===== config.mk =====
export PLATFORM = sky130hd
export DESIGN_NAME = periph_lane_bridge_flat
export DESIGN_NICKNAME = d
export VERILOG_FILES = /design/src/subsystem_pkg.sv /design/src/axi_lite_if.sv /design/src/periph_lane_bridge.sv /design/src/flat_wrapper.sv
export VERILOG_INCLUDE_DIRS = /design/src
export SDC_FILE = /design/constraint.sdc
export NUM_CORES = 1
export LEC_CHECK = 0
export ABC_AREA = 1
export BUFFER_PORTS_ARGS = -buffer_cell sky130_fd_sc_hd__buf_4
export CORE_AREA = 3 3 142 144
export DETAILED_ROUTE_END_ITERATION = 10
export DIE_AREA = 0 0 145 147
export PLACE_DENSITY = 0.41
export SYNTH_ARGS = -nofsm -noshare
export SYNTH_HDL_FRONTEND = slang
export SYNTH_SLANG_ARGS = --single-unit

===== constraint.sdc =====
create_clock -name clock -period 0.85 [get_ports clock]
set_clock_uncertainty 0.15 [all_clocks]
set_input_delay 0.085 -clock clock [delete_from_list [all_inputs] [get_ports clock]]
set_output_delay 0.085 -clock clock [all_outputs]
set_load 0.01 [all_outputs]

===== src/subsystem_cfg.svh =====
/*
  Subsystem configuration.
  Bus widths, code SRAM depth, address window and lane select bits,
  and the AXI response code used by the memory path.
*/
`ifndef SUBSYSTEM_CFG_SVH
`define SUBSYSTEM_CFG_SVH

// byte address and bus data widths.
`define SUB_ADDR_BITS 32
`define SUB_DATA_BITS 64

// peripheral message port data width.
`define SUB_PERIPH_DATA_BITS 32

// code SRAM word index, 256 words.
`define SUB_SRAM_INDEX_BITS 8

// address bit that selects the SRAM window.
`define SUB_SRAM_SELECT_BIT 31

// address bit that selects the peripheral half.
`define SUB_LANE_BIT 2

`define SUB_RESP_OKAY 2'b00

`endif


===== src/subsystem_pkg.sv =====
/*
  Subsystem package.
  Vector types for addresses, data, strobes and responses,
  and the routing and state machine enums.
*/
`include "subsystem_cfg.svh"

package subsystem_pkg;

  typedef logic [`SUB_ADDR_BITS-1:0] addr_t;
  typedef logic [`SUB_DATA_BITS-1:0] data_t;
  typedef logic [`SUB_DATA_BITS/8-1:0] strb_t;
  typedef logic [1:0] resp_t;

  typedef logic [`SUB_PERIPH_DATA_BITS-1:0] periph_data_t;
  typedef logic [`SUB_PERIPH_DATA_BITS/8-1:0] periph_strb_t;

  typedef logic [`SUB_SRAM_INDEX_BITS-1:0] sram_index_t;

  // decoder routing target.
  typedef enum logic {sram, periph} target_e;

  typedef enum logic [1:0] {wr_idle, wr_data, wr_resp} wr_state_e;

  typedef enum logic [1:0] {rd_idle, rd_busy, rd_resp} rd_state_e;

endpackage


===== src/axi_lite_if.sv =====
/*
  AXI4-Lite bus.
  Five channels with valid/ready handshakes, no bursts or IDs.
*/
`timescale 1ns/1ps

interface axi_lite_if;

  subsystem_pkg::addr_t awaddr;
  logic awvalid;
  logic awready;

  subsystem_pkg::data_t wdata;
  subsystem_pkg::strb_t wstrb;
  logic wvalid;
  logic wready;

  subsystem_pkg::resp_t bresp;
  logic bvalid;
  logic bready;

  subsystem_pkg::addr_t araddr;
  logic arvalid;
  logic arready;

  subsystem_pkg::data_t rdata;
  subsystem_pkg::resp_t rresp;
  logic rvalid;
  logic rready;

  modport manager (
    output awaddr, awvalid, wdata, wstrb, wvalid, bready,
    output araddr, arvalid, rready,
    input awready, wready, bresp, bvalid,
    input arready, rdata, rresp, rvalid
  );

  modport subordinate (
    input awaddr, awvalid, wdata, wstrb, wvalid, bready,
    input araddr, arvalid, rready,
    output awready, wready, bresp, bvalid,
    output arready, rdata, rresp, rvalid
  );

endinterface


===== src/periph_lane_bridge.sv =====
/*
  Peripheral lane bridge.
  Narrows the 64-bit AXI4-Lite bus to the 32-bit peripheral message
  port, choosing the upper or lower half by address bit 2.
*/
`timescale 1ns/1ps
`include "subsystem_cfg.svh"

module periph_lane_bridge (
  input logic clock,
  input logic reset,
  axi_lite_if.subordinate bus,
  output subsystem_pkg::addr_t periph_aw_msg,
  output logic periph_aw_valid,
  input logic periph_aw_ready,
  output logic [$bits(subsystem_pkg::periph_strb_t)+$bits(subsystem_pkg::periph_data_t)-1:0]
    periph_w_msg,
  output logic periph_w_valid,
  input logic periph_w_ready,
  input subsystem_pkg::resp_t periph_b_msg,
  input logic periph_b_valid,
  output logic periph_b_ready,
  output subsystem_pkg::addr_t periph_ar_msg,
  output logic periph_ar_valid,
  input logic periph_ar_ready,
  input logic [$bits(subsystem_pkg::resp_t)+$bits(subsystem_pkg::periph_data_t)-1:0]
    periph_r_msg,
  input logic periph_r_valid,
  output logic periph_r_ready
);

  logic w_lane;
  logic r_lane;
  subsystem_pkg::periph_data_t w_data;
  subsystem_pkg::periph_strb_t w_strb;
  subsystem_pkg::periph_data_t r_data;
  subsystem_pkg::resp_t r_resp;

  // lane of the write and read in flight.
  always_ff @(posedge clock) begin
    if (reset) begin
      w_lane <= 1'b0;
      r_lane <= 1'b0;
    end else begin
      if (bus.awvalid && bus.awready) begin
        w_lane <= bus.awaddr[`SUB_LANE_BIT];
      end
      if (bus.arvalid && bus.arready) begin
        r_lane <= bus.araddr[`SUB_LANE_BIT];
      end
    end
  end

  assign w_data = w_lane ? bus.wdata[`SUB_PERIPH_DATA_BITS +: `SUB_PERIPH_DATA_BITS]
                         : bus.wdata[0 +: `SUB_PERIPH_DATA_BITS];
  assign w_strb = w_lane ? bus.wstrb[`SUB_PERIPH_DATA_BITS/8 +: `SUB_PERIPH_DATA_BITS/8]
                         : bus.wstrb[0 +: `SUB_PERIPH_DATA_BITS/8];

  assign periph_aw_msg = bus.awaddr;
  assign periph_aw_valid = bus.awvalid;
  assign bus.awready = periph_aw_ready;

  assign periph_w_msg = {w_strb, w_data};
  assign periph_w_valid = bus.wvalid;
  assign bus.wready = periph_w_ready;

  assign bus.bresp = periph_b_msg;
  assign bus.bvalid = periph_b_valid;
  assign periph_b_ready = bus.bready;

  assign periph_ar_msg = bus.araddr;
  assign periph_ar_valid = bus.arvalid;
  assign bus.arready = periph_ar_ready;

  // other half of rdata reads as zero.
  assign {r_resp, r_data} = periph_r_msg;
  assign bus.rdata = r_lane ? {r_data, {`SUB_PERIPH_DATA_BITS{1'b0}}}
                            : {{`SUB_PERIPH_DATA_BITS{1'b0}}, r_data};
  assign bus.rresp = r_resp;
  assign bus.rvalid = periph_r_valid;
  assign periph_r_ready = bus.rready;

endmodule


===== src/flat_wrapper.sv =====
// flat-port wrapper written by rule: the top's interface ports become plain ports
module periph_lane_bridge_flat 
  (clock, reset, periph_aw_msg, periph_aw_valid, periph_aw_ready, periph_w_msg, periph_w_valid, periph_w_ready, periph_b_msg, periph_b_valid, periph_b_ready, periph_ar_msg, periph_ar_valid, periph_ar_ready, periph_r_msg, periph_r_valid, periph_r_ready, bus_awaddr, bus_awvalid, bus_wdata, bus_wstrb, bus_wvalid, bus_bready, bus_araddr, bus_arvalid, bus_rready, bus_awready, bus_wready, bus_bresp, bus_bvalid, bus_arready, bus_rdata, bus_rresp, bus_rvalid);
  axi_lite_if bus_i ();
  input logic clock;
  input logic reset;
  output subsystem_pkg::addr_t periph_aw_msg;
  output logic periph_aw_valid;
  input logic periph_aw_ready;
  output logic [$bits(subsystem_pkg::periph_strb_t)+$bits(subsystem_pkg::periph_data_t)-1:0] periph_w_msg;
  output logic periph_w_valid;
  input logic periph_w_ready;
  input subsystem_pkg::resp_t periph_b_msg;
  input logic periph_b_valid;
  output logic periph_b_ready;
  output subsystem_pkg::addr_t periph_ar_msg;
  output logic periph_ar_valid;
  input logic periph_ar_ready;
  input logic [$bits(subsystem_pkg::resp_t)+$bits(subsystem_pkg::periph_data_t)-1:0] periph_r_msg;
  input logic periph_r_valid;
  output logic periph_r_ready;
  input wire logic [$bits(bus_i.awaddr)-1:0] bus_awaddr;
  input wire logic [$bits(bus_i.awvalid)-1:0] bus_awvalid;
  input wire logic [$bits(bus_i.wdata)-1:0] bus_wdata;
  input wire logic [$bits(bus_i.wstrb)-1:0] bus_wstrb;
  input wire logic [$bits(bus_i.wvalid)-1:0] bus_wvalid;
  input wire logic [$bits(bus_i.bready)-1:0] bus_bready;
  input wire logic [$bits(bus_i.araddr)-1:0] bus_araddr;
  input wire logic [$bits(bus_i.arvalid)-1:0] bus_arvalid;
  input wire logic [$bits(bus_i.rready)-1:0] bus_rready;
  output wire logic [$bits(bus_i.awready)-1:0] bus_awready;
  output wire logic [$bits(bus_i.wready)-1:0] bus_wready;
  output wire logic [$bits(bus_i.bresp)-1:0] bus_bresp;
  output wire logic [$bits(bus_i.bvalid)-1:0] bus_bvalid;
  output wire logic [$bits(bus_i.arready)-1:0] bus_arready;
  output wire logic [$bits(bus_i.rdata)-1:0] bus_rdata;
  output wire logic [$bits(bus_i.rresp)-1:0] bus_rresp;
  output wire logic [$bits(bus_i.rvalid)-1:0] bus_rvalid;
  assign bus_i.awaddr = bus_awaddr;
  assign bus_i.awvalid = bus_awvalid;
  assign bus_i.wdata = bus_wdata;
  assign bus_i.wstrb = bus_wstrb;
  assign bus_i.wvalid = bus_wvalid;
  assign bus_i.bready = bus_bready;
  assign bus_i.araddr = bus_araddr;
  assign bus_i.arvalid = bus_arvalid;
  assign bus_i.rready = bus_rready;
  assign bus_awready = bus_i.awready;
  assign bus_wready = bus_i.wready;
  assign bus_bresp = bus_i.bresp;
  assign bus_bvalid = bus_i.bvalid;
  assign bus_arready = bus_i.arready;
  assign bus_rdata = bus_i.rdata;
  assign bus_rresp = bus_i.rresp;
  assign bus_rvalid = bus_i.rvalid;
  periph_lane_bridge u_core (.clock(clock), .reset(reset), .bus(bus_i), .periph_aw_msg(periph_aw_msg), .periph_aw_valid(periph_aw_valid), .periph_aw_ready(periph_aw_ready), .periph_w_msg(periph_w_msg), .periph_w_valid(periph_w_valid), .periph_w_ready(periph_w_ready), .periph_b_msg(periph_b_msg), .periph_b_valid(periph_b_valid), .periph_b_ready(periph_b_ready), .periph_ar_msg(periph_ar_msg), .periph_ar_valid(periph_ar_valid), .periph_ar_ready(periph_ar_ready), .periph_r_msg(periph_r_msg), .periph_r_valid(periph_r_valid), .periph_r_ready(periph_r_ready));
endmodule

# Word-level counts from Yosys, hierarchy flattened
# Cells that the tools add are included.
# W data, S select, Z words.
totals:
  ram_bits: 0
  memories: 0
  elab_cells: 7
  latch_bits: 0
  register_bits: 2
  in_bits: 184
  rom_bits: 0
op_classes:
  mux: 3
  n_div: 0
  reduce_logical: 2
  n_bitwise: 0
  shift: 0
  eq_ne: 0
  add_sub_neg: 0
  magnitude_cmp: 0
  n_mul: 0
op_table:
  columns: ["operator", "n"]
  rows:
  - ["$mux W64", 1]
  - ["$mux W32", 1]
  - ["$mux W4", 1]
  - ["$logic_and A1 B1 Y1", 2]

# Depth between registers and ports, before layout
depth:
  ltp_word: 1
  mapped_depth: 5
  ltp_nobuf: 4

# Least setup slack after synthesis
# No wires, ideal clock.
synth_timing:
  kind: "register -> output"
  start: "reg u_core.r_lane"
  end: "out bus_rdata[10]"
  path_slack_ns: -0.143
  stages_incl_launch_ff: 4
  t_arrival_ns: 0.758
  path_cell_list: "dfxtp_1 > buf_4 > buf_6 > nor2_1"
synth_between:
  elab_chain_cells: 1
synth_lines:
  columns: ["item", "line", "rtl"]
  rows:
  - ["start: declaration", "periph_lane_bridge.sv:33", "logic r_lane;"]
  - ["start signal: assignment", "periph_lane_bridge.sv:49", "r_lane <= bus.araddr[`SUB_LANE_BIT];"]
  - ["$mux W64", "periph_lane_bridge.sv:77", "assign bus.rdata = r_lane ? {r_data, {`SUB_PERIPH_DATA_BITS{1'b0}}}"]
  - ["end: declaration", "flat_wrapper.sv:36", "output wire logic [$bits(bus_i.rdata)-1:0] bus_rdata;"]
# No other way between the ends.

# Worst setup path after layout
layout_timing:
  start: "reg u_core.w_lane"
  end: "out periph_w_msg[35] (netlist name)"
layout_between:
  elab_chain_cells: 1
layout_lines:
  columns: ["item", "line", "rtl"]
  rows:
  - ["start: declaration", "periph_lane_bridge.sv:32", "logic w_lane;"]
  - ["start signal: assignment", "periph_lane_bridge.sv:46", "w_lane <= bus.awaddr[`SUB_LANE_BIT];"]
  - ["$mux W4", "periph_lane_bridge.sv:56", "assign w_strb = w_lane ? bus.wstrb[`SUB_PERIPH_DATA_BITS/8 +: `SUB_PERIPH_DATA_BITS/8]"]
  - ["end: declaration", "flat_wrapper.sv:10", "output logic [$bits(subsystem_pkg::periph_strb_t)+$bits(subsystem_pkg::periph_data_t)-1:0] periph_w_msg;"]
# No other way between the ends.

==> qor.csv <==
stage,metric,value,unit
setup_path,timing.rr.start,u_core.r_lane,
timing,setup_ws,-0.492,ns
timing,drv_slew,0,
global_route,antenna_found_initial,0,
synthesis,yosysTopAreaCell,buf_4,
clock_tree,cts_tree,done,
route,routed_wl,8880,µm
setup_path,crit_buf_inv,3,
route,ant_nets,0,
synthesis,synth_edf_count,0,
clock_tree,clkTransAtPathRegs,0.03,ns
floorplan,io_pins,362,
timing,finalHoldViolations,2,
synthesis,synth_warnings,0,
global_route,grtUsageTotal,6.94,%
timing,worst_slew_pin_slew,0.166,ns
setup_path,slowest_delay,0.37,ns
route,viasPerCell,3.22,
clock_tree,htreeDepth,1,
setup_path,cp_top_family,buffers and inverters,
cells_and_area,num_antenna_cells,0,
route,vias,2419,
global_route,grt_pass1_wl,12100,µm
power_and_ir_drop,peakVddDrop,0.644,mV
clock_tree,clk_latency,0.22,ns
timing,finalCriticalPeriod,1.34,ns
run_status,outcome,"finished, violations left",
global_route,grt_pass1_vias,2301,
hold_path,hold_class,primary input to flop,
power_and_ir_drop,p_leak,2.40,nW
route,drc_errors,0,
clock_tree,cts_sinks,2,
cells_and_area,fillers,2133,
synthesis,synth_area,1700,µm²
floorplan,rows,50,
cells_and_area,area_delta_synth_final,150,%
power_and_ir_drop,p_per_area,766,nW/µm²
setup_path,crit_fanout,10,
clock_tree,cts_buffer_depth,2,
synthesis,syn_inst,343,
synthesis,synth_area_per_cell,4.96,µm²
hold_path,min_path_cells,3,
synthesis,synthDistinctLibCells,8,
floorplan,dieArea,21300,µm²
timing,grt_setup_unrepaired,true,
setup_path,critPathRequiredTime,0.61,ns
synthesis,yosys-top-cells-area,"buf_4, nand2_1, inv_1, nor2_1, buf_6",
setup_path,reg2reg_slack,-0.22,ns
setup_path,start_kind,flop,
route,wl_per_cell,11.8,µm
run_status,violations,"hold timing, setup timing",
route,drt_pre_antenna_iters,3,
timing,hold_slack,-0.0372,ns
route,drt_iter0_markers,36,
synthesis,synth_top_cells_by_count,"nand2_1, buf_4, inv_1",
synthesis,yosys.area.top_type_share,36.2,%
setup_path,rr_worst_depth,6,
setup_path,cp.arrival,1.11,ns
placed_design,dp_hpwl,7000,µm
setup_path,cp_cell_sequence,buf_12 > clkinv_16 > nand2_1 > nand2_2 > buf_4,
setup_path,criticalPathCategory,flop to output pin,
cells_and_area,fin_util,22.6,%
synthesis,synth.most_common_cell,nand2_1,
synthesis,synth-seq-cells,2,
floorplan,die_h,147,µm
synthesis,ys_async_sr_fraction,0,%
hold_path,min_from,bus_awaddr[2],
timing,setup_viol,102,
global_route,overflow,0,
synthesis,syn-num-nets,527,
setup_path,cp-end-kind,output pin,
setup_path,r2r_end,u_core.r_lane,
clock_tree,cts_root_buf,clkbuf_16,
floorplan,core_area,18800,µm²
floorplan,die_w,145,µm
hold_path,worst_hold_path.endpoint,u_core.w_lane,
cells_and_area,drive_above_1_share,84.3,%
cells_and_area,layout.nets,677,
timing,finalCritPeriodShare,158,%
run,maxCapViolations,0,
synthesis,ys.flop_type,dfxtp_1,
setup_path,cp_slowest_cell,dfxtp_4,
placed_design,portBuffers,217,
placed_design,gp_congestion,0.725,
power_and_ir_drop,power.total,3.26,mW
floorplan,start_util,9.04,%
global_route,grt_max_degree,22,
timing,fmax,745,MHz
timing,slew_headroom,88.9,%
synthesis,yosysSeqAreaShare,2.35,%
clock_tree,cts_buffers,3,
-- stage by stage --
step / setup WS, ns / TNS, ns / instances / hold WS (ns) / area, µm²
finish: -0.492 / -45.69 / 752 / -0.0372 / 4260
global route: -0.549 / -49.99 / 752 / -0.00532 / 4260
CTS: -0.513 / -46.84 / 745 / -0.0372 / 3740
detailed placement: -0.310 / -24.47 / 738 / 0.0201 / 3450
global placement: -0.308 / -23.94 / 738 / 0.0201 / 3450
floorplan: -0.118 / -8.72 / 343 / 0.0698 / 2110
-- worst max path at each step --
stage	slack, ns	cells after the start	to	from
floorplan	-0.12	4	periph_w_msg[0]	u_core.w_lane
global placement	-0.31	5	periph_w_msg[18]	u_core.w_lane
detailed placement	-0.31	5	periph_w_msg[6]	u_core.w_lane
CTS	-0.51	4	bus_rdata[32]	u_core.r_lane
global route	-0.55	5	bus_rdata[33]	u_core.r_lane
finish	-0.49	5	periph_w_msg[35]	u_core.w_lane
-- state kept, by name, indices dropped and copies added (netlist names) --
signal	flops
u_core.r_lane	1
u_core.w_lane	1
-- area by class of cell --
type,count,area [µm²],share of cell area (%)
clock buffers,4,78.8,1.85
well taps,260,325,7.64
repair buffers,235,2200,51.8
inverters,67,278,6.53
flip-flops and latches,2,47.5,1.12
multi-input cells,182,1290,30.4
repair inverters,2,27.5,0.647
-- cells in the final DEF (no fill, tap or decap) --
cell type	netlist	final
nand2_4	0	18
inv_12	0	1
nor2_4	0	32
buf_12	0	13
clkbuf_16	0	6
clkbuf_1	0	1
inv_1	66	38
buf_6	9	58
buf_4	82	160
inv_8	0	1
inv_2	0	28
clkinv_16	0	1
dfxtp_4	0	2
nand2_2	0	94
nor2_1	36	4
buf_8	0	1
nand2_1	146	34
-- what timing repair did --
action | CTS | global route
endpoints found under the setup margin | 102 | 102
gates resized for setup | 53 | 118
pin swaps | 0 | 12
endpoints found under the hold margin | 2 | 1
cloned | 2 | 5
buffers inserted | 2 | 4
-- power breakdown --
| group | switching (mW) | internal (mW) |
|---|---|---|
| registers | 0.0105 | 0.0997 |
| clock network | 0.120 | 0.618 |
| logic | 1.08 | 1.34 |
-- layer usage --
layer  track usage, %  part of all wire (%)  up-vias  routed length, µm
met5                0                     0        -                  0
met4             2.57                   3.2        0                287
met3             4.38                    13       38               1180
met2             11.5                    48      195               4250
met1             7.16                    36     1014               3170
li1                 -                     -     1172                  -
-- worst register-to-register path: stages, from the launching register on --
cell and delay (ns):
dfxtp_4 0.35, buf_12 0.15, buf_12 0.14, inv_2 0.04, nand2_1 0.04, nand2_1 0.05
nor2_1 0.04
-- logic make-up (layout without fill, tap and decap cells) --
kind of cell / count (synthesis) / after routing / synth area share [%]
AND/OR/NAND/NOR: 182 / 182 / 40.1
buffers and inverters: 159 / 308 / 57.5
flip-flops: 2 / 2 / 2.35
Power figures use the tool's default switching activity.
