<file path="config.mk">
export PLATFORM = sky130hd
export DESIGN_NAME = sram_axi_controller_flat
export DESIGN_NICKNAME = d
export VERILOG_FILES = /design/src/subsystem_pkg.sv /design/src/axi_lite_if.sv /design/src/sram_if.sv /design/src/sram_axi_controller.sv /design/src/flat_wrapper.sv
export VERILOG_INCLUDE_DIRS = /design/src
export SDC_FILE = /design/constraint.sdc
export NUM_CORES = 1
export LEC_CHECK = 0
export ABC_AREA = 1
export BUFFER_PORTS_ARGS = -buffer_cell sky130_fd_sc_hd__clkbuf_2
export CORE_AREA = 5 5 142 144
export DETAILED_ROUTE_END_ITERATION = 10
export DIE_AREA = 0 0 147 149
export RECOVER_POWER = 50
export SLEW_MARGIN = 15
export SYNTH_ARGS = -nofsm -noshare
export SYNTH_HDL_FRONTEND = slang
export SYNTH_SLANG_ARGS = --single-unit
</file>
<file path="constraint.sdc">
create_clock -name clock -period 2.1 [get_ports clock]
set_input_delay 0.21 -clock clock [delete_from_list [all_inputs] [get_ports clock]]
set_output_delay 0.21 -clock clock [all_outputs]
set_load 0.005 [all_outputs]
</file>
<file path="src/subsystem_cfg.svh">
/*
  Subsystem configuration.
  Bus widths, code SRAM depth, address window and lane select bits,
  and the AXI response code used by the memory path.
*/
`ifndef SUBSYSTEM_CFG_SVH
`define SUBSYSTEM_CFG_SVH

// byte address and bus data widths.
`define SUB_ADDR_BITS 32
`define SUB_DATA_BITS 64

// peripheral message port data width.
`define SUB_PERIPH_DATA_BITS 32

// code SRAM word index, 256 words.
`define SUB_SRAM_INDEX_BITS 8

// address bit that selects the SRAM window.
`define SUB_SRAM_SELECT_BIT 31

// address bit that selects the peripheral half.
`define SUB_LANE_BIT 2

`define SUB_RESP_OKAY 2'b00

`endif

</file>
<file path="src/subsystem_pkg.sv">
/*
  Subsystem package.
  Vector types for addresses, data, strobes and responses,
  and the routing and state machine enums.
*/
`include "subsystem_cfg.svh"

package subsystem_pkg;

  typedef logic [`SUB_ADDR_BITS-1:0] addr_t;
  typedef logic [`SUB_DATA_BITS-1:0] data_t;
  typedef logic [`SUB_DATA_BITS/8-1:0] strb_t;
  typedef logic [1:0] resp_t;

  typedef logic [`SUB_PERIPH_DATA_BITS-1:0] periph_data_t;
  typedef logic [`SUB_PERIPH_DATA_BITS/8-1:0] periph_strb_t;

  typedef logic [`SUB_SRAM_INDEX_BITS-1:0] sram_index_t;

  // decoder routing target.
  typedef enum logic {sram, periph} target_e;

  typedef enum logic [1:0] {wr_idle, wr_data, wr_resp} wr_state_e;

  typedef enum logic [1:0] {rd_idle, rd_busy, rd_resp} rd_state_e;

endpackage

</file>
<file path="src/axi_lite_if.sv">
/*
  AXI4-Lite bus.
  Five channels with valid/ready handshakes, no bursts or IDs.
*/
`timescale 1ns/1ps

interface axi_lite_if;

  subsystem_pkg::addr_t awaddr;
  logic awvalid;
  logic awready;

  subsystem_pkg::data_t wdata;
  subsystem_pkg::strb_t wstrb;
  logic wvalid;
  logic wready;

  subsystem_pkg::resp_t bresp;
  logic bvalid;
  logic bready;

  subsystem_pkg::addr_t araddr;
  logic arvalid;
  logic arready;

  subsystem_pkg::data_t rdata;
  subsystem_pkg::resp_t rresp;
  logic rvalid;
  logic rready;

  modport manager (
    output awaddr, awvalid, wdata, wstrb, wvalid, bready,
    output araddr, arvalid, rready,
    input awready, wready, bresp, bvalid,
    input arready, rdata, rresp, rvalid
  );

  modport subordinate (
    input awaddr, awvalid, wdata, wstrb, wvalid, bready,
    input araddr, arvalid, rready,
    output awready, wready, bresp, bvalid,
    output arready, rdata, rresp, rvalid
  );

endinterface

</file>
<file path="src/sram_if.sv">
/*
  Code SRAM port.
  One read port with a registered result and one byte-enabled write port.
*/
`timescale 1ns/1ps

interface sram_if;

  subsystem_pkg::sram_index_t read_index;
  logic read_enable;
  subsystem_pkg::data_t read_data;

  subsystem_pkg::sram_index_t write_index;
  subsystem_pkg::data_t write_data;
  subsystem_pkg::strb_t write_strb;
  logic write_enable;

  modport controller (
    output read_index, read_enable, write_index, write_data, write_strb, write_enable,
    input read_data
  );

  modport memory (
    input read_index, read_enable, write_index, write_data, write_strb, write_enable,
    output read_data
  );

endinterface

</file>
<file path="src/sram_axi_controller.sv">
/*
  AXI4-Lite code SRAM controller.
  Turns single writes and reads into SRAM cycles, one of each in flight.
*/
`timescale 1ns/1ps
`include "subsystem_cfg.svh"

module sram_axi_controller (
  input logic clock,
  input logic reset,
  axi_lite_if.subordinate bus,
  sram_if.controller mem
);

  subsystem_pkg::wr_state_e wr_state;
  subsystem_pkg::rd_state_e rd_state;
  subsystem_pkg::sram_index_t wr_index;
  subsystem_pkg::sram_index_t rd_index;
  subsystem_pkg::data_t rd_word;
  logic rd_issued;

  assign bus.awready = wr_state == subsystem_pkg::wr_idle;
  assign bus.wready = wr_state == subsystem_pkg::wr_data;
  assign bus.bvalid = wr_state == subsystem_pkg::wr_resp;
  assign bus.bresp = `SUB_RESP_OKAY;

  // memory written on the w transfer edge.
  assign mem.write_enable = bus.wvalid && bus.wready;
  assign mem.write_index = wr_index;
  assign mem.write_data = bus.wdata;
  assign mem.write_strb = bus.wstrb;

  assign bus.arready = rd_state == subsystem_pkg::rd_idle;
  assign bus.rvalid = rd_state == subsystem_pkg::rd_resp;
  assign bus.rdata = rd_word;
  assign bus.rresp = `SUB_RESP_OKAY;

  assign mem.read_enable = (rd_state == subsystem_pkg::rd_busy) && !rd_issued;
  assign mem.read_index = rd_index;

  always_ff @(posedge clock) begin
    if (reset) begin
      wr_state <= subsystem_pkg::wr_idle;
    end else begin
      case (wr_state)
        subsystem_pkg::wr_idle: begin
          if (bus.awvalid && bus.awready) begin
            wr_state <= subsystem_pkg::wr_data;
          end
        end
        subsystem_pkg::wr_data: begin
          if (bus.wvalid && bus.wready) begin
            wr_state <= subsystem_pkg::wr_resp;
          end
        end
        subsystem_pkg::wr_resp: begin
          if (bus.bready) begin
            wr_state <= subsystem_pkg::wr_idle;
          end
        end
        default: wr_state <= subsystem_pkg::wr_idle;
      endcase
    end
  end

  // issue cycle, then capture cycle, then hold until rready.
  always_ff @(posedge clock) begin
    if (reset) begin
      rd_state <= subsystem_pkg::rd_idle;
      rd_issued <= 1'b0;
    end else begin
      case (rd_state)
        subsystem_pkg::rd_idle: begin
          if (bus.arvalid && bus.arready) begin
            rd_state <= subsystem_pkg::rd_busy;
          end
        end
        subsystem_pkg::rd_busy: begin
          if (!rd_issued) begin
            rd_issued <= 1'b1;
          end else begin
            rd_issued <= 1'b0;
            rd_state <= subsystem_pkg::rd_resp;
          end
        end
        subsystem_pkg::rd_resp: begin
          if (bus.rready) begin
            rd_state <= subsystem_pkg::rd_idle;
          end
        end
        default: rd_state <= subsystem_pkg::rd_idle;
      endcase
    end
  end

  // word index is address bits 10 to 3.
  always_ff @(posedge clock) begin
    if (bus.awvalid && bus.awready) begin
      wr_index <= bus.awaddr[`SUB_SRAM_INDEX_BITS+2:3];
    end
    if (bus.arvalid && bus.arready) begin
      rd_index <= bus.araddr[`SUB_SRAM_INDEX_BITS+2:3];
    end
    if ((rd_state == subsystem_pkg::rd_busy) && rd_issued) begin
      rd_word <= mem.read_data;
    end
  end

endmodule

</file>
<file path="src/flat_wrapper.sv">
// flat-port wrapper written by rule: the top's interface ports become plain ports
module sram_axi_controller_flat 
  (clock, reset, bus_awaddr, bus_awvalid, bus_wdata, bus_wstrb, bus_wvalid, bus_bready, bus_araddr, bus_arvalid, bus_rready, bus_awready, bus_wready, bus_bresp, bus_bvalid, bus_arready, bus_rdata, bus_rresp, bus_rvalid, mem_read_index, mem_read_enable, mem_write_index, mem_write_data, mem_write_strb, mem_write_enable, mem_read_data);
  axi_lite_if bus_i ();
  sram_if mem_i ();
  input logic clock;
  input logic reset;
  input wire logic [$bits(bus_i.awaddr)-1:0] bus_awaddr;
  input wire logic [$bits(bus_i.awvalid)-1:0] bus_awvalid;
  input wire logic [$bits(bus_i.wdata)-1:0] bus_wdata;
  input wire logic [$bits(bus_i.wstrb)-1:0] bus_wstrb;
  input wire logic [$bits(bus_i.wvalid)-1:0] bus_wvalid;
  input wire logic [$bits(bus_i.bready)-1:0] bus_bready;
  input wire logic [$bits(bus_i.araddr)-1:0] bus_araddr;
  input wire logic [$bits(bus_i.arvalid)-1:0] bus_arvalid;
  input wire logic [$bits(bus_i.rready)-1:0] bus_rready;
  output wire logic [$bits(bus_i.awready)-1:0] bus_awready;
  output wire logic [$bits(bus_i.wready)-1:0] bus_wready;
  output wire logic [$bits(bus_i.bresp)-1:0] bus_bresp;
  output wire logic [$bits(bus_i.bvalid)-1:0] bus_bvalid;
  output wire logic [$bits(bus_i.arready)-1:0] bus_arready;
  output wire logic [$bits(bus_i.rdata)-1:0] bus_rdata;
  output wire logic [$bits(bus_i.rresp)-1:0] bus_rresp;
  output wire logic [$bits(bus_i.rvalid)-1:0] bus_rvalid;
  output wire logic [$bits(mem_i.read_index)-1:0] mem_read_index;
  output wire logic [$bits(mem_i.read_enable)-1:0] mem_read_enable;
  output wire logic [$bits(mem_i.write_index)-1:0] mem_write_index;
  output wire logic [$bits(mem_i.write_data)-1:0] mem_write_data;
  output wire logic [$bits(mem_i.write_strb)-1:0] mem_write_strb;
  output wire logic [$bits(mem_i.write_enable)-1:0] mem_write_enable;
  input wire logic [$bits(mem_i.read_data)-1:0] mem_read_data;
  assign bus_i.awaddr = bus_awaddr;
  assign bus_i.awvalid = bus_awvalid;
  assign bus_i.wdata = bus_wdata;
  assign bus_i.wstrb = bus_wstrb;
  assign bus_i.wvalid = bus_wvalid;
  assign bus_i.bready = bus_bready;
  assign bus_i.araddr = bus_araddr;
  assign bus_i.arvalid = bus_arvalid;
  assign bus_i.rready = bus_rready;
  assign bus_awready = bus_i.awready;
  assign bus_wready = bus_i.wready;
  assign bus_bresp = bus_i.bresp;
  assign bus_bvalid = bus_i.bvalid;
  assign bus_arready = bus_i.arready;
  assign bus_rdata = bus_i.rdata;
  assign bus_rresp = bus_i.rresp;
  assign bus_rvalid = bus_i.rvalid;
  assign mem_read_index = mem_i.read_index;
  assign mem_read_enable = mem_i.read_enable;
  assign mem_write_index = mem_i.write_index;
  assign mem_write_data = mem_i.write_data;
  assign mem_write_strb = mem_i.write_strb;
  assign mem_write_enable = mem_i.write_enable;
  assign mem_i.read_data = mem_read_data;
  sram_axi_controller u_core (.clock(clock), .reset(reset), .bus(bus_i), .mem(mem_i));
endmodule
</file>
# Word-level counts from Yosys, hierarchy flattened
# Index checks and enable logic that the tools add are counted.
dict set report totals {
  ff_bits 85
  latch_bits 0
  ramBits 0
  romBits 0
  input_bits 207
  out_inout_bits 163
  word_cells 35
  memories 0
}
dict set report classes {
  add_sub_neg 0
  multipliers 0
  div 0
  magnitude_cmp 0
  n_eq_ne 10
  shift 0
  mux 9
  bitwise 0
  n_reduce_logical 10
}
# op n
set op_table {}
lappend op_table {{$mux W2} 6}
lappend op_table {{$pmux W2 S3} 2}
lappend op_table {{$ne A2 B2 Y1 const B} 5}
lappend op_table {{$reduce_and A3 Y1} 2}
lappend op_table {{$logic_and A1 B1 Y1} 5}
lappend op_table {{$eq A2 B1 Y1 const B} 2}
lappend op_table {{$eq A2 B2 Y1 const B} 2}
lappend op_table {{$logic_not A2 Y1} 2}
lappend op_table {{$ne A2 B1 Y1 const B} 1}
lappend op_table {{$logic_not A1 Y1} 1}
lappend op_table {{$mux W1} 1}

# Depth between registers and ports, before layout
dict set report depth {
  word_depth 4
  depth_mapped 4
}

# Worst setup path before layout
# Ideal clock, no wire load.
dict set report synth_path {
  path_type {register to register}
  start {register u_core.rd_state[0]}
  end {register u_core.rd_word[0], in the netlist u_core.bus.rdata[0] (enable)}
  setup_ns 0.418
  t_arrival_ns 1.787
  path_slack_ns -0.105
  path_stages_with_launch 3
  path_buffers 0
  synth_period_minus_slack_ns 2.205
  path_cell_list {dfxtp_1 nand3_2 inv_1}
}
dict set report synth_between {
  elab_chain_len 2
}
# element line
set synth_rtl {}
lappend synth_rtl {{start: declaration} sram_axi_controller.sv:16} ;# subsystem_pkg::rd_state_e rd_state;
lappend synth_rtl {{start signal: assignment} sram_axi_controller.sv:69} ;# rd_state <= subsystem_pkg::rd_idle;
lappend synth_rtl {{start signal: assignment} sram_axi_controller.sv:75} ;# rd_state <= subsystem_pkg::rd_busy;
lappend synth_rtl {{start signal: assignment} sram_axi_controller.sv:83} ;# rd_state <= subsystem_pkg::rd_resp;
lappend synth_rtl {{$eq A2 B1 Y1} sram_axi_controller.sv:104} ;# if ((rd_state == subsystem_pkg::rd_busy) && rd_issued) begin
lappend synth_rtl {{$logic_and A1 B1 Y1} sram_axi_controller.sv:104}
lappend synth_rtl {{end signal: assignment} sram_axi_controller.sv:105} ;# rd_word <= mem.read_data;
lappend synth_rtl {{end: declaration} sram_axi_controller.sv:19} ;# subsystem_pkg::data_t rd_word;
# Every way passes these cells.
# A chain may end at the register's enable or synchronous reset.

# Worst setup path after layout
dict set report layout_path {
  start {register u_core.rd_state[0]}
  end {register u_core.rd_word[29], in the netlist u_core.bus.rdata[29] (enable)}
}
# The elaborated chain is that of the path after synthesis.

==> flow_summary_export.csv <==
group,metric,value,unit
clocking,cts.path.max_buffers,2,
critical_path,cp_cell_sequence,"nand3_1 -> clkinvlp_4 -> buf_12",
placed_design,post-dp-hpwl,6.837,mm
clocking,tritoncts,"done",
routing,remaining_drc_errors,0,
routing,wl_met1,2.538,mm
power_and_ir_drop,p_leak,1.766,nW
routing,top_routing_layer_used,"met4",
clocking,cts_buffers,9,
placed_design,dpl_cell_area,3869,sq um
critical_path,critical-path-slowest-cell,"sky130_fd_sc_hd__dfxtp_1",
synth,synth_cell_types,14,
clocking,clock_sink_count,85,
synth,synth-edff-count,80,
grt,number_of_global_route_vias_before_repair,1938,
final_layout,n_fill_cell,1945,
routing,postRouteWirelength,8.292,mm
routing,drt_first_iter_violations,51,
synth,number_of_standard_cells_after_synthesis,194,
synth,synth.yosys.warnings,0,
synth,synth-async-reset-ratio,0,%
routing,drt_pre_antenna_iters,4,
floorplanning,row_count,50,
sta,setup_repair_after_global_routing_missed_its_margin,"false",
sta,fmax,0.6439,GHz
status,status,"completed",
synth,synthDominantCellAreaShare,74.19,%
critical_path,crit_path_end_kind,"flip-flop",
floorplanning,die_x,147,um
sta,min_period,1553,ps
synth,synth.top_cells.by_count,"80 x sky130_fd_sc_hd__edfxtp_1, 76 x sky130_fd_sc_hd__buf_4, 12 x sky130_fd_sc_hd__inv_1, 5 x sky130_fd_sc_hd__dfxtp_1",
grt,grt_first_pass_wirelength,11.73,mm
final_layout,n_antenna_cell,0,
placed_design,detailedPlace.worstSlack,619.0,ps
routing,route.met3.wl,1.178,mm
power_and_ir_drop,ir_drop,0.3432,mV
critical_path,setup.worst_path.class,"reg2reg",
floorplanning,io-pin-count,370,
routing,post_drt_via_cell_ratio,3.361,
clocking,cts.hold.buffers_added,0,
placed_design,gp_congestion,0.7513,
sta,setup-tns-final,0,ps
sta,setup-violations-final,0,
clocking,cts.repair_timing.setup_buffer_count,0,
clocking,cts.root.buffer_cell,"sky130_fd_sc_hd__clkbuf_16",
synth,synthMostInstantiatedCell,"sky130_fd_sc_hd__edfxtp_1",
routing,vias,1835,
placed_design,place.port_buffers,173,
synth,synth_top_cells_by_area,"sky130_fd_sc_hd__edfxtp_1 74%, sky130_fd_sc_hd__buf_4 18%, sky130_fd_sc_hd__dfxtp_1 3.1%",
sta,slew_violations,0,
final_layout,number_of_cells_in_the_finished_layout_apart_from_fillers,546,
critical_path,cp_slowest_stage_delay,430,ps
critical_path,worst_ep_arrival_time,1570,ps
synth,synth-main-ff-cell,"sky130_fd_sc_hd__edfxtp_1",
sta,final_hold_viol_count,0,
clocking,cts.reportedPaths.clkPinSlew,70,ps
final_layout,layout-area-overhead-vs-synth,29.95,%
floorplanning,fp.dieArea,21900,sq um
grt,antenna_found_initial,0,
critical_path,start_kind,"flip-flop",
final_layout,finalInstanceArea,4208,sq um
grt,grt_start_max_net_pins,48,
synth,yosysSeqAreaShare,77.28,%
floorplanning,dieHeight,149,um
synth,top_cell_type_by_total_area_after_synthesis,"sky130_fd_sc_hd__edfxtp_1",
floorplanning,placeableCoreArea,18580,sq um
final_layout,final_nets,514,
sta,clock_skew,11.63,ps
routing,route.met2.wl,4.190,mm
power_and_ir_drop,powerDensity,952.9,nW/um^2
critical_path,critPathRequiredTime,2110,ps
synth,mappedNetlistArea,3238,sq um
grt,grt.total_usage,7.250,%
routing,routedWlPerCell,15.19,um
routing,antenna_left,0,
sta,fin_ws,546.9,ps
synth,syn-mean-instance-area,16.69,sq um
grt,global_route.overflow_total,0,
clocking,post_cts_resize_count,0,
clocking,cts-htree-levels,3,
floorplanning,initial_core_utilization,17.43,%
synth,total_of_flip_flops_plus_latches_after_synthesis,85,
run,maxCapViolations,0,
worst_hold_path,holdCritPathClass,"in2reg",
critical_path,critPathMaxFanout,47,
sta,timing.final.crit_share,73.96,%
final_layout,post_route_cells_drive_above_1_share,60.58,%
placed_design,dpl.cell_count,530,
clocking,clk_latency,340,ps
==> worst paths after layout <==
kind | start | to | slack [ps] | depth (start not counted)
setup reg to reg | u_core.rd_state[0] | u_core.bus.rdata[29] | 550 | 3
setup / recovery | u_core.rd_state[0] | u_core.bus.rdata[29] | 550 | 3
hold / removal | mem_read_data[28] | u_core.bus.rdata[28] | 40 | 1
hold reg to reg | u_core.rd_state[1] | u_core.rd_state[1] | 530 | 2
==> final cells by class <==
type	instances	area, sq um	area share (%)
Inverter	12	48.80	1.160
Tap cell	234	292.8	6.958
Sequential cell	85	2502	59.47
Timing Repair Buffer	175	885.9	21.05
Clock inverter	7	132.6	3.152
Multi-Input combinational cell	24	120.1	2.855
Clock buffer	9	225.2	5.352
==> sequential cells by signal (all words and copies together) (netlist names) <==
name and count:
u_core.bus.rdata 64, u_core.rd_state 2, u_core.rd_issued 1, u_core.wr_state 2
u_core.mem.read_index 8, u_core.mem.write_index 8
==> layout by cell type, fill, tap and decap left out, drive strengths merged <==
cell type / n
a21oi: 5
buf: 2
bufinv: 3
clkbuf: 182
clkinv: 3
clkinvlp: 1
conb: 4
dfxtp: 5
edfxtp: 80
inv: 12
nand2: 4
nand3: 3
nand3b: 3
nor2: 5
==> metrics by stage <==
stage	power (mW)	hold WS [ps]	util, %
after floorplan	2.161	272.4	-
final	4.010	42.21	22.65
after global placement	2.204	387.2	20.82
after CTS	4.103	20.46	22.75
after global routing	4.184	18.89	22.65
after detailed placement	2.216	388.7	20.82
==> critical path: cells and delay by family, from the launching register on <==
kind                   cells  cell delay [ps]
AND/OR/NAND/NOR            1              230
flip-flops                 1              430
buffers and inverters      2              540
==> layer usage <==
metal  vias to the layer above  track usage [%]
li1                        812                -
met1                       827            6.086
met2                       159            12.77
met3                        37            4.041
met4                         0            5.359
met5                         -                0
==> logic make-up after synthesis <==
logic type	Yosys count	share of synthesized area (%)
AO/OA/AOI/OAI	5	1.005
other	1	0.1158
buffers and inverters	88	19.01
AND/OR/NAND/NOR	15	2.589
flip-flops	85	77.28
==> power breakdown <==
| group | internal, mW | switching [mW] |
|---|---|---|
| Clock | 1.18 | 0.664 |
| Sequential | 1.93 | 0.0221 |
| Combinational | 0.107 | 0.108 |
Power figures use the tool's default switching activity.
