<file path="config.mk">
export PLATFORM = sky130hd
export DESIGN_NAME = axi_addr_decoder_flat
export DESIGN_NICKNAME = d
export VERILOG_FILES = /design/src/subsystem_pkg.sv /design/src/axi_lite_if.sv /design/src/axi_addr_decoder.sv /design/src/flat_wrapper.sv
export VERILOG_INCLUDE_DIRS = /design/src
export SDC_FILE = /design/constraint.sdc
export NUM_CORES = 1
export LEC_CHECK = 0
export ABC_AREA = 1
export BUFFER_PORTS_ARGS = -buffer_cell sky130_fd_sc_hd__buf_2
export CAP_MARGIN = 5
export CORE_AREA = 2 2 247 249
export CTS_CLUSTER_DIAMETER = 200
export DETAILED_ROUTE_END_ITERATION = 7
export DIE_AREA = 0 0 249 251
export MAX_ROUTING_LAYER = met4
export PLACE_DENSITY = 0.3
export SYNTH_ARGS = -nofsm -noshare
export SYNTH_HDL_FRONTEND = slang
export SYNTH_SLANG_ARGS = --single-unit
</file>
<file path="constraint.sdc">
create_clock -name clock -period 1.3 [get_ports clock]
set_input_delay 0.065 -clock clock [delete_from_list [all_inputs] [get_ports clock]]
set_output_delay 0.065 -clock clock [all_outputs]
set_load 0.01 [all_outputs]
</file>
<file path="src/subsystem_cfg.svh">
/*
  Subsystem configuration.
  Bus widths, code SRAM depth, address window and lane select bits,
  and the AXI response code used by the memory path.
*/
`ifndef SUBSYSTEM_CFG_SVH
`define SUBSYSTEM_CFG_SVH

// byte address and bus data widths.
`define SUB_ADDR_BITS 32
`define SUB_DATA_BITS 64

// peripheral message port data width.
`define SUB_PERIPH_DATA_BITS 32

// code SRAM word index, 256 words.
`define SUB_SRAM_INDEX_BITS 8

// address bit that selects the SRAM window.
`define SUB_SRAM_SELECT_BIT 31

// address bit that selects the peripheral half.
`define SUB_LANE_BIT 2

`define SUB_RESP_OKAY 2'b00

`endif

</file>
<file path="src/subsystem_pkg.sv">
/*
  Subsystem package.
  Vector types for addresses, data, strobes and responses,
  and the routing and state machine enums.
*/
`include "subsystem_cfg.svh"

package subsystem_pkg;

  typedef logic [`SUB_ADDR_BITS-1:0] addr_t;
  typedef logic [`SUB_DATA_BITS-1:0] data_t;
  typedef logic [`SUB_DATA_BITS/8-1:0] strb_t;
  typedef logic [1:0] resp_t;

  typedef logic [`SUB_PERIPH_DATA_BITS-1:0] periph_data_t;
  typedef logic [`SUB_PERIPH_DATA_BITS/8-1:0] periph_strb_t;

  typedef logic [`SUB_SRAM_INDEX_BITS-1:0] sram_index_t;

  // decoder routing target.
  typedef enum logic {sram, periph} target_e;

  typedef enum logic [1:0] {wr_idle, wr_data, wr_resp} wr_state_e;

  typedef enum logic [1:0] {rd_idle, rd_busy, rd_resp} rd_state_e;

endpackage

</file>
<file path="src/axi_lite_if.sv">
/*
  AXI4-Lite bus.
  Five channels with valid/ready handshakes, no bursts or IDs.
*/
`timescale 1ns/1ps

interface axi_lite_if;

  subsystem_pkg::addr_t awaddr;
  logic awvalid;
  logic awready;

  subsystem_pkg::data_t wdata;
  subsystem_pkg::strb_t wstrb;
  logic wvalid;
  logic wready;

  subsystem_pkg::resp_t bresp;
  logic bvalid;
  logic bready;

  subsystem_pkg::addr_t araddr;
  logic arvalid;
  logic arready;

  subsystem_pkg::data_t rdata;
  subsystem_pkg::resp_t rresp;
  logic rvalid;
  logic rready;

  modport manager (
    output awaddr, awvalid, wdata, wstrb, wvalid, bready,
    output araddr, arvalid, rready,
    input awready, wready, bresp, bvalid,
    input arready, rdata, rresp, rvalid
  );

  modport subordinate (
    input awaddr, awvalid, wdata, wstrb, wvalid, bready,
    input araddr, arvalid, rready,
    output awready, wready, bresp, bvalid,
    output arready, rdata, rresp, rvalid
  );

endinterface

</file>
<file path="src/axi_addr_decoder.sv">
/*
  AXI4-Lite address decoder.
  Routes each write and read to the code SRAM or the peripheral port
  by the window bit of its address and returns the target's response.
*/
`timescale 1ns/1ps
`include "subsystem_cfg.svh"

module axi_addr_decoder (
  input logic clock,
  input logic reset,
  axi_lite_if.subordinate up,
  axi_lite_if.manager sram_bus,
  axi_lite_if.manager periph_bus
);

  subsystem_pkg::wr_state_e wr_state;
  subsystem_pkg::rd_state_e rd_state;
  subsystem_pkg::target_e wr_target;
  subsystem_pkg::target_e rd_target;
  subsystem_pkg::target_e aw_pick;
  subsystem_pkg::target_e ar_pick;
  logic aw_open;
  logic ar_open;
  logic w_phase;
  logic b_phase;
  logic r_phase;
  logic wr_to_sram;
  logic rd_to_sram;

  assign aw_pick = up.awaddr[`SUB_SRAM_SELECT_BIT] ? subsystem_pkg::sram : subsystem_pkg::periph;
  assign ar_pick = up.araddr[`SUB_SRAM_SELECT_BIT] ? subsystem_pkg::sram : subsystem_pkg::periph;

  // new address only offered while that direction is idle.
  assign aw_open = (wr_state == subsystem_pkg::wr_idle) && up.awvalid;
  assign ar_open = (rd_state == subsystem_pkg::rd_idle) && up.arvalid;

  assign w_phase = wr_state == subsystem_pkg::wr_data;
  assign b_phase = wr_state == subsystem_pkg::wr_resp;
  assign r_phase = rd_state == subsystem_pkg::rd_busy;
  assign wr_to_sram = wr_target == subsystem_pkg::sram;
  assign rd_to_sram = rd_target == subsystem_pkg::sram;

  // write address.
  assign sram_bus.awaddr = up.awaddr;
  assign periph_bus.awaddr = up.awaddr;
  assign sram_bus.awvalid = aw_open && (aw_pick == subsystem_pkg::sram);
  assign periph_bus.awvalid = aw_open && (aw_pick == subsystem_pkg::periph);
  assign up.awready = aw_open &&
                      ((aw_pick == subsystem_pkg::sram) ? sram_bus.awready : periph_bus.awready);

  // write data, only to the registered target.
  assign sram_bus.wdata = up.wdata;
  assign periph_bus.wdata = up.wdata;
  assign sram_bus.wstrb = up.wstrb;
  assign periph_bus.wstrb = up.wstrb;
  assign sram_bus.wvalid = w_phase && up.wvalid && wr_to_sram;
  assign periph_bus.wvalid = w_phase && up.wvalid && !wr_to_sram;
  assign up.wready = w_phase && (wr_to_sram ? sram_bus.wready : periph_bus.wready);

  // write response.
  assign sram_bus.bready = b_phase && up.bready && wr_to_sram;
  assign periph_bus.bready = b_phase && up.bready && !wr_to_sram;
  assign up.bvalid = b_phase && (wr_to_sram ? sram_bus.bvalid : periph_bus.bvalid);
  assign up.bresp = wr_to_sram ? sram_bus.bresp : periph_bus.bresp;

  // read address.
  assign sram_bus.araddr = up.araddr;
  assign periph_bus.araddr = up.araddr;
  assign sram_bus.arvalid = ar_open && (ar_pick == subsystem_pkg::sram);
  assign periph_bus.arvalid = ar_open && (ar_pick == subsystem_pkg::periph);
  assign up.arready = ar_open &&
                      ((ar_pick == subsystem_pkg::sram) ? sram_bus.arready : periph_bus.arready);

  // read data.
  assign sram_bus.rready = r_phase && up.rready && rd_to_sram;
  assign periph_bus.rready = r_phase && up.rready && !rd_to_sram;
  assign up.rvalid = r_phase && (rd_to_sram ? sram_bus.rvalid : periph_bus.rvalid);
  assign up.rdata = rd_to_sram ? sram_bus.rdata : periph_bus.rdata;
  assign up.rresp = rd_to_sram ? sram_bus.rresp : periph_bus.rresp;

  always_ff @(posedge clock) begin
    if (reset) begin
      wr_state <= subsystem_pkg::wr_idle;
      wr_target <= subsystem_pkg::sram;
    end else begin
      case (wr_state)
        subsystem_pkg::wr_idle: begin
          if (up.awvalid && up.awready) begin
            wr_target <= aw_pick;
            wr_state <= subsystem_pkg::wr_data;
          end
        end
        subsystem_pkg::wr_data: begin
          if (up.wvalid && up.wready) begin
            wr_state <= subsystem_pkg::wr_resp;
          end
        end
        subsystem_pkg::wr_resp: begin
          if (up.bvalid && up.bready) begin
            wr_state <= subsystem_pkg::wr_idle;
          end
        end
        default: wr_state <= subsystem_pkg::wr_idle;
      endcase
    end
  end

  // reads run independently of writes.
  always_ff @(posedge clock) begin
    if (reset) begin
      rd_state <= subsystem_pkg::rd_idle;
      rd_target <= subsystem_pkg::sram;
    end else begin
      case (rd_state)
        subsystem_pkg::rd_idle: begin
          if (up.arvalid && up.arready) begin
            rd_target <= ar_pick;
            rd_state <= subsystem_pkg::rd_busy;
          end
        end
        subsystem_pkg::rd_busy: begin
          if (up.rvalid && up.rready) begin
            rd_state <= subsystem_pkg::rd_idle;
          end
        end
        default: rd_state <= subsystem_pkg::rd_idle;
      endcase
    end
  end

endmodule

</file>
<file path="src/flat_wrapper.sv">
// flat-port wrapper written by rule: the top's interface ports become plain ports
module axi_addr_decoder_flat 
  (clock, reset, up_awaddr, up_awvalid, up_wdata, up_wstrb, up_wvalid, up_bready, up_araddr, up_arvalid, up_rready, up_awready, up_wready, up_bresp, up_bvalid, up_arready, up_rdata, up_rresp, up_rvalid, sram_bus_awaddr, sram_bus_awvalid, sram_bus_wdata, sram_bus_wstrb, sram_bus_wvalid, sram_bus_bready, sram_bus_araddr, sram_bus_arvalid, sram_bus_rready, sram_bus_awready, sram_bus_wready, sram_bus_bresp, sram_bus_bvalid, sram_bus_arready, sram_bus_rdata, sram_bus_rresp, sram_bus_rvalid, periph_bus_awaddr, periph_bus_awvalid, periph_bus_wdata, periph_bus_wstrb, periph_bus_wvalid, periph_bus_bready, periph_bus_araddr, periph_bus_arvalid, periph_bus_rready, periph_bus_awready, periph_bus_wready, periph_bus_bresp, periph_bus_bvalid, periph_bus_arready, periph_bus_rdata, periph_bus_rresp, periph_bus_rvalid);
  axi_lite_if up_i ();
  axi_lite_if sram_bus_i ();
  axi_lite_if periph_bus_i ();
  input logic clock;
  input logic reset;
  input wire logic [$bits(up_i.awaddr)-1:0] up_awaddr;
  input wire logic [$bits(up_i.awvalid)-1:0] up_awvalid;
  input wire logic [$bits(up_i.wdata)-1:0] up_wdata;
  input wire logic [$bits(up_i.wstrb)-1:0] up_wstrb;
  input wire logic [$bits(up_i.wvalid)-1:0] up_wvalid;
  input wire logic [$bits(up_i.bready)-1:0] up_bready;
  input wire logic [$bits(up_i.araddr)-1:0] up_araddr;
  input wire logic [$bits(up_i.arvalid)-1:0] up_arvalid;
  input wire logic [$bits(up_i.rready)-1:0] up_rready;
  output wire logic [$bits(up_i.awready)-1:0] up_awready;
  output wire logic [$bits(up_i.wready)-1:0] up_wready;
  output wire logic [$bits(up_i.bresp)-1:0] up_bresp;
  output wire logic [$bits(up_i.bvalid)-1:0] up_bvalid;
  output wire logic [$bits(up_i.arready)-1:0] up_arready;
  output wire logic [$bits(up_i.rdata)-1:0] up_rdata;
  output wire logic [$bits(up_i.rresp)-1:0] up_rresp;
  output wire logic [$bits(up_i.rvalid)-1:0] up_rvalid;
  output wire logic [$bits(sram_bus_i.awaddr)-1:0] sram_bus_awaddr;
  output wire logic [$bits(sram_bus_i.awvalid)-1:0] sram_bus_awvalid;
  output wire logic [$bits(sram_bus_i.wdata)-1:0] sram_bus_wdata;
  output wire logic [$bits(sram_bus_i.wstrb)-1:0] sram_bus_wstrb;
  output wire logic [$bits(sram_bus_i.wvalid)-1:0] sram_bus_wvalid;
  output wire logic [$bits(sram_bus_i.bready)-1:0] sram_bus_bready;
  output wire logic [$bits(sram_bus_i.araddr)-1:0] sram_bus_araddr;
  output wire logic [$bits(sram_bus_i.arvalid)-1:0] sram_bus_arvalid;
  output wire logic [$bits(sram_bus_i.rready)-1:0] sram_bus_rready;
  input wire logic [$bits(sram_bus_i.awready)-1:0] sram_bus_awready;
  input wire logic [$bits(sram_bus_i.wready)-1:0] sram_bus_wready;
  input wire logic [$bits(sram_bus_i.bresp)-1:0] sram_bus_bresp;
  input wire logic [$bits(sram_bus_i.bvalid)-1:0] sram_bus_bvalid;
  input wire logic [$bits(sram_bus_i.arready)-1:0] sram_bus_arready;
  input wire logic [$bits(sram_bus_i.rdata)-1:0] sram_bus_rdata;
  input wire logic [$bits(sram_bus_i.rresp)-1:0] sram_bus_rresp;
  input wire logic [$bits(sram_bus_i.rvalid)-1:0] sram_bus_rvalid;
  output wire logic [$bits(periph_bus_i.awaddr)-1:0] periph_bus_awaddr;
  output wire logic [$bits(periph_bus_i.awvalid)-1:0] periph_bus_awvalid;
  output wire logic [$bits(periph_bus_i.wdata)-1:0] periph_bus_wdata;
  output wire logic [$bits(periph_bus_i.wstrb)-1:0] periph_bus_wstrb;
  output wire logic [$bits(periph_bus_i.wvalid)-1:0] periph_bus_wvalid;
  output wire logic [$bits(periph_bus_i.bready)-1:0] periph_bus_bready;
  output wire logic [$bits(periph_bus_i.araddr)-1:0] periph_bus_araddr;
  output wire logic [$bits(periph_bus_i.arvalid)-1:0] periph_bus_arvalid;
  output wire logic [$bits(periph_bus_i.rready)-1:0] periph_bus_rready;
  input wire logic [$bits(periph_bus_i.awready)-1:0] periph_bus_awready;
  input wire logic [$bits(periph_bus_i.wready)-1:0] periph_bus_wready;
  input wire logic [$bits(periph_bus_i.bresp)-1:0] periph_bus_bresp;
  input wire logic [$bits(periph_bus_i.bvalid)-1:0] periph_bus_bvalid;
  input wire logic [$bits(periph_bus_i.arready)-1:0] periph_bus_arready;
  input wire logic [$bits(periph_bus_i.rdata)-1:0] periph_bus_rdata;
  input wire logic [$bits(periph_bus_i.rresp)-1:0] periph_bus_rresp;
  input wire logic [$bits(periph_bus_i.rvalid)-1:0] periph_bus_rvalid;
  assign up_i.awaddr = up_awaddr;
  assign up_i.awvalid = up_awvalid;
  assign up_i.wdata = up_wdata;
  assign up_i.wstrb = up_wstrb;
  assign up_i.wvalid = up_wvalid;
  assign up_i.bready = up_bready;
  assign up_i.araddr = up_araddr;
  assign up_i.arvalid = up_arvalid;
  assign up_i.rready = up_rready;
  assign up_awready = up_i.awready;
  assign up_wready = up_i.wready;
  assign up_bresp = up_i.bresp;
  assign up_bvalid = up_i.bvalid;
  assign up_arready = up_i.arready;
  assign up_rdata = up_i.rdata;
  assign up_rresp = up_i.rresp;
  assign up_rvalid = up_i.rvalid;
  assign sram_bus_awaddr = sram_bus_i.awaddr;
  assign sram_bus_awvalid = sram_bus_i.awvalid;
  assign sram_bus_wdata = sram_bus_i.wdata;
  assign sram_bus_wstrb = sram_bus_i.wstrb;
  assign sram_bus_wvalid = sram_bus_i.wvalid;
  assign sram_bus_bready = sram_bus_i.bready;
  assign sram_bus_araddr = sram_bus_i.araddr;
  assign sram_bus_arvalid = sram_bus_i.arvalid;
  assign sram_bus_rready = sram_bus_i.rready;
  assign sram_bus_i.awready = sram_bus_awready;
  assign sram_bus_i.wready = sram_bus_wready;
  assign sram_bus_i.bresp = sram_bus_bresp;
  assign sram_bus_i.bvalid = sram_bus_bvalid;
  assign sram_bus_i.arready = sram_bus_arready;
  assign sram_bus_i.rdata = sram_bus_rdata;
  assign sram_bus_i.rresp = sram_bus_rresp;
  assign sram_bus_i.rvalid = sram_bus_rvalid;
  assign periph_bus_awaddr = periph_bus_i.awaddr;
  assign periph_bus_awvalid = periph_bus_i.awvalid;
  assign periph_bus_wdata = periph_bus_i.wdata;
  assign periph_bus_wstrb = periph_bus_i.wstrb;
  assign periph_bus_wvalid = periph_bus_i.wvalid;
  assign periph_bus_bready = periph_bus_i.bready;
  assign periph_bus_araddr = periph_bus_i.araddr;
  assign periph_bus_arvalid = periph_bus_i.arvalid;
  assign periph_bus_rready = periph_bus_i.rready;
  assign periph_bus_i.awready = periph_bus_awready;
  assign periph_bus_i.wready = periph_bus_wready;
  assign periph_bus_i.bresp = periph_bus_bresp;
  assign periph_bus_i.bvalid = periph_bus_bvalid;
  assign periph_bus_i.arready = periph_bus_arready;
  assign periph_bus_i.rdata = periph_bus_rdata;
  assign periph_bus_i.rresp = periph_bus_rresp;
  assign periph_bus_i.rvalid = periph_bus_rvalid;
  axi_addr_decoder u_core (.clock(clock), .reset(reset), .up(up_i), .sram_bus(sram_bus_i), .periph_bus(periph_bus_i));
endmodule
</file>
After elaboration in Yosys (flattened, before gate mapping)
Index checks and enable logic that the tools add are counted.
{"block": "classes", "n_eq_ne": 8, "mux": 17, "bitwise_logic": 2, "reduce_logical": 31}
{"operator": "$mux 64", "count": 1}
{"operator": "$logic_and 1x1->1", "count": 25}
{"operator": "$mux 2", "count": 7}
{"operator": "$ne 2x2->1 const B", "count": 5}
{"operator": "$mux 1", "count": 7}
{"operator": "$pmux 2 s3", "count": 1}
{"operator": "$reduce_and 2->1", "count": 3}
{"operator": "$eq 2x1->1 const B", "count": 2}
{"operator": "$logic_not 2->1", "count": 2}
{"operator": "$pmux 2 s2", "count": 1}
{"operator": "$reduce_and 3->1", "count": 1}
{"operator": "$eq 2x2->1 const B", "count": 1}
{"operator": "$not 1->1", "count": 2}
{"block": "word_totals", "register_bits": 6, "out_inout_bits": 355, "word_cells": 62}

Depth between registers and ports, before layout
{"block": "logic_depth", "ltp_word": 6, "depth_mapped": 8, "depth_no_buf": 7}

Worst setup path after synthesis
Ideal clock, no wire load.
{"block": "synth_path", "kind": "register to register", "from": "register u_core.rd_target", "to": "register u_core.rd_state[0]", "setup_time_ns": 0.112, "t_arrival_ns": 0.865, "slack_ns": 0.323, "stages_incl_launch_ff": 8, "n_path_buf": 1, "cell_sequence": "dfxtp_1 > buf_6 > inv_4 > nand2_1 > a21oi_2 > nand2_1 > nand2_1 > nor2_2"}
{"block": "synth_via", "elab_chain_cells": 5}
{"item": "start, declared", "line": "axi_addr_decoder.sv:20", "source": "subsystem_pkg::target_e rd_target;"}
{"item": "start signal, assigned", "line": "axi_addr_decoder.sv:113", "source": "rd_target <= subsystem_pkg::sram;"}
{"item": "start signal, assigned", "line": "axi_addr_decoder.sv:118", "source": "rd_target <= ar_pick;"}
{"item": "$mux 1", "line": "axi_addr_decoder.sv:78", "source": "assign up.rvalid = r_phase && (rd_to_sram ? sram_bus.rvalid : periph_bus.rvalid);"}
{"item": "$logic_and 1x1->1", "line": "axi_addr_decoder.sv:78"}
{"item": "named net up_rvalid", "line": "flat_wrapper.sv:25", "source": "output wire logic [$bits(up_i.rvalid)-1:0] up_rvalid;"}
{"item": "$logic_and 1x1->1", "line": "axi_addr_decoder.sv:123", "source": "if (up.rvalid && up.rready) begin"}
{"item": "$ne 2x2->1 (no source line)"}
{"item": "$reduce_and 2->1 (no source line)"}
{"item": "end signal, assigned", "line": "axi_addr_decoder.sv:119", "source": "rd_state <= subsystem_pkg::rd_busy;"}
{"item": "end signal, assigned", "line": "axi_addr_decoder.sv:124", "source": "rd_state <= subsystem_pkg::rd_idle;"}
{"item": "end signal, assigned", "line": "axi_addr_decoder.sv:127", "source": "default: rd_state <= subsystem_pkg::rd_idle;"}
{"item": "end, declared", "line": "axi_addr_decoder.sv:18", "source": "subsystem_pkg::rd_state_e rd_state;"}
The timed path passes the listed nets, and every way through them passes these cells.
A chain may end at the register's enable or synchronous reset.

Final worst setup path
{"block": "layout_path", "from": "register u_core.rd_target", "to": "output port up_rdata[8]"}
{"block": "layout_via", "elab_chain_cells": 1}
{"item": "$mux 64", "line": "axi_addr_decoder.sv:79", "source": "assign up.rdata = rd_to_sram ? sram_bus.rdata : periph_bus.rdata;"}
{"item": "end, declared", "line": "flat_wrapper.sv:23", "source": "output wire logic [$bits(up_i.rdata)-1:0] up_rdata;"}
No other way between the ends.

==> flow_summary.yaml <==
final_layout:
  diodes: 0
  drive_gt1_frac: 0.528
  multi_input_area_sq_um: 1020
  fill_cells: 7135
  design_area_sq_um: 3660
  final_cells: 1309
  final_util: 0.0611
  area_growth_pct: 10.2
  layout.nets: 817
  seq_area_sq_um: 105
clocking:
  numCtsBuffers: 3
  worstSkewPairLatency_ns: 0.23
  ctsHoldBuffers: 0
  cts_tree: "yes"
  cts_max_level: 1
  clockBufferDepth: 2
  clock_sinks: 5
  clk_pin_slew_ns: 0.04
  cts_root_buffer: "clkbuf_16"
die:
  dieArea_sq_um: 62500
  fp.dieW_um: 249
  num_rows: 90
  coreArea_sq_um: 59800
  initial_core_util: 0.0555
  io_pins: 644
  die_y_um: 251
timing:
  timing.final.crit_share: 1.00
  finalHoldViolations: 0
  clock.fmax_ghz: 0.767
  grt_setup_unrepaired: "yes"
  slew_headroom: 0.864
  period_minus_slack_ns: 1.30
  slew_viol_final: 0
  worst_pin_slew_ns: 0.204
  fin_worst_skew_ns: 0.000122
  setup_violations: 1
  final.setup.worst_slack_ns: -0.00314
  setup-tns-final_ns: -0.00314
power_and_ir_drop:
  irDropWorstVdd_v: 0.000268
  cellLeakagePower_uw: 0.00189
  powerDensity_nw_per_um2: 457
  p_total_uw: 1670
global_route:
  grt-ovfl-total: 0
  grt_pass1_wl_um: 18500
  grtUsageTotal: 0.0408
  grt_max_degree: 29
  antenna_found_initial: 2
  grt_pass1_vias: 3023
logic_synthesis:
  synth_top_area_frac: 0.620
  syn-num-nets: 849
  synth_most_common_cell: "buf_4"
  synth_ff_type: "dfxtp_1"
  synth_top_cell_by_area: "buf_4"
  synth_edf_count: 0
  syn_avg_cell_area_sq_um: 5.93
  ys_ff_latch: 5
  netlist_area_sq_um: 3320
  synth_area_leaders: "buf_4 62%, nand2_1 25%, dfxtp_1 3.0%"
  ys_types: 15
  async_reset_ff_frac: 0
  yosysWarnings: 0
  ys_top_cells_by_count: "274 x buf_4, 223 x nand2_1, 12 x inv_1, 11 x nor2_1"
  synth_cells: 560
  ys_seq_area_frac: 0.0302
placement:
  gp_congestion: 0.718
  dp.cells: 1301
  dpl_cell_area_sq_um: 3430
  io_buffers: 241
  place_hpwl_um: 11100
status:
  status: "finished, violations left"
  violations: "negative setup slack"
drt:
  antenna_left: 0
  drc: 0
  via_per_inst: 2.24
  wl_per_cell_um: 10.3
  vias: 2929
  drtPass1Iterations: 4
  drt_iter0_markers: 123
  routed_wl_um: 13500
setup_path:
  required_ns: 1.24
  worstSetupPathType: "reg2out"
  start_kind: "flop"
  worst_setup_path_end_kind: "output pin"
  arrival_ns: 1.24
  crit_path_max_fanout: 28
  rrSetupSlack_ns: 0.19
flow_run:
  drv_cap: 0
hold_path:
  hp-class: "in2reg"
## metal layers
| metal | up-vias | GRT usage | routed length, um |
|---|---|---|---|
| met5 | - | - | 0 |
| met4 | 0 | 0.0397 | 1390 |
| met3 | 103 | 0.0270 | 2430 |
| met2 | 369 | 0.0645 | 5830 |
| met1 | 1128 | 0.0311 | 3860 |
| li1 | 1329 | - | - |
## cells in the final DEF, fill, tap and decap left out
cell type and count:
buf_2 236, buf_16 3, a21oi_2 1, clkbuf_1 1, nor2_4 1, a21oi_1 5
buf_12 3, buf_4 5, dfxtp_1 3, inv_8 1, nand2_2 14, nor2_1 11
nand2_1 213, inv_6 1, dfxtp_2 1, inv_2 1, nor2_2 2, buf_6 4
nor3_1 4, clkbuf_16 3, nand3_1 1, dfxtp_4 1, inv_1 11, nand2_4 1
## power breakdown
part / total [uW] / internal, uW / leakage (uW) / switching (uW)
clock: 517 / 407 / 0.0000382 / 110
sequential: 179 / 163 / 0.0000421 / 16.4
combinational: 974 / 463 / 0.00181 / 511
## critical path, stage by stage (launching register included)
cell	delay, ns
dfxtp_4	0.45
inv_8	0.10
buf_16	0.17
nand2_1	0.08
nand2_2	0.06
buf_2	0.13
## through the flow
step	setup WS (ns)	hold slack (ns)
2_1_floorplan	0.323	0.134
3_3_place_gp	0.183	0.130
3_5_place_dp	0.179	0.130
4_1_cts	-0.0499	0.106
5_1_grt	-0.103	0.114
6_report	-0.00314	0.101
## sequential cells by signal, indices dropped and copies added (netlist names)
name              count
u_core.wr_state       2
u_core.rd_state       1
u_core.rd_target      1
u_core.wr_target      1
## area by class of cell
type,count,area share
Timing Repair Buffer,251,0.385
Multi-Input combinational cell,253,0.280
Tap cell,782,0.268
Sequential cell,5,0.0287
Clock buffer,4,0.0216
Inverter,14,0.0178
## kinds of logic (layout without fill, tap and decap cells)
kind of cell,Yosys count,count (layout),synth area share
AOI/OAI and AO/OA,6,6,0.0102
buffers and inverters,302,269,0.672
DFF,5,5,0.0302
and+or+nand+nor,247,247,0.287
## final timing paths
path                 startpoint            endpoint  cells past startpoint
max            u_core.rd_target         up_rdata[8]                      5
min                       reset    u_core.wr_target                      2
max reg2reg    u_core.rd_target  u_core.rd_state[0]                      6
min reg2reg  u_core.rd_state[0]  u_core.rd_state[0]                      2
## repair_timing
action / 4_1_cts / 5_1_grt
endpoints found under the setup margin: 17 / 64
cloned: 2 / 0
resized for setup: 20 / 6
endpoints found under the hold margin: 0 / 0
setup buffers: 2 / 0
No activity file was read; power rests on OpenSTA's default activity.
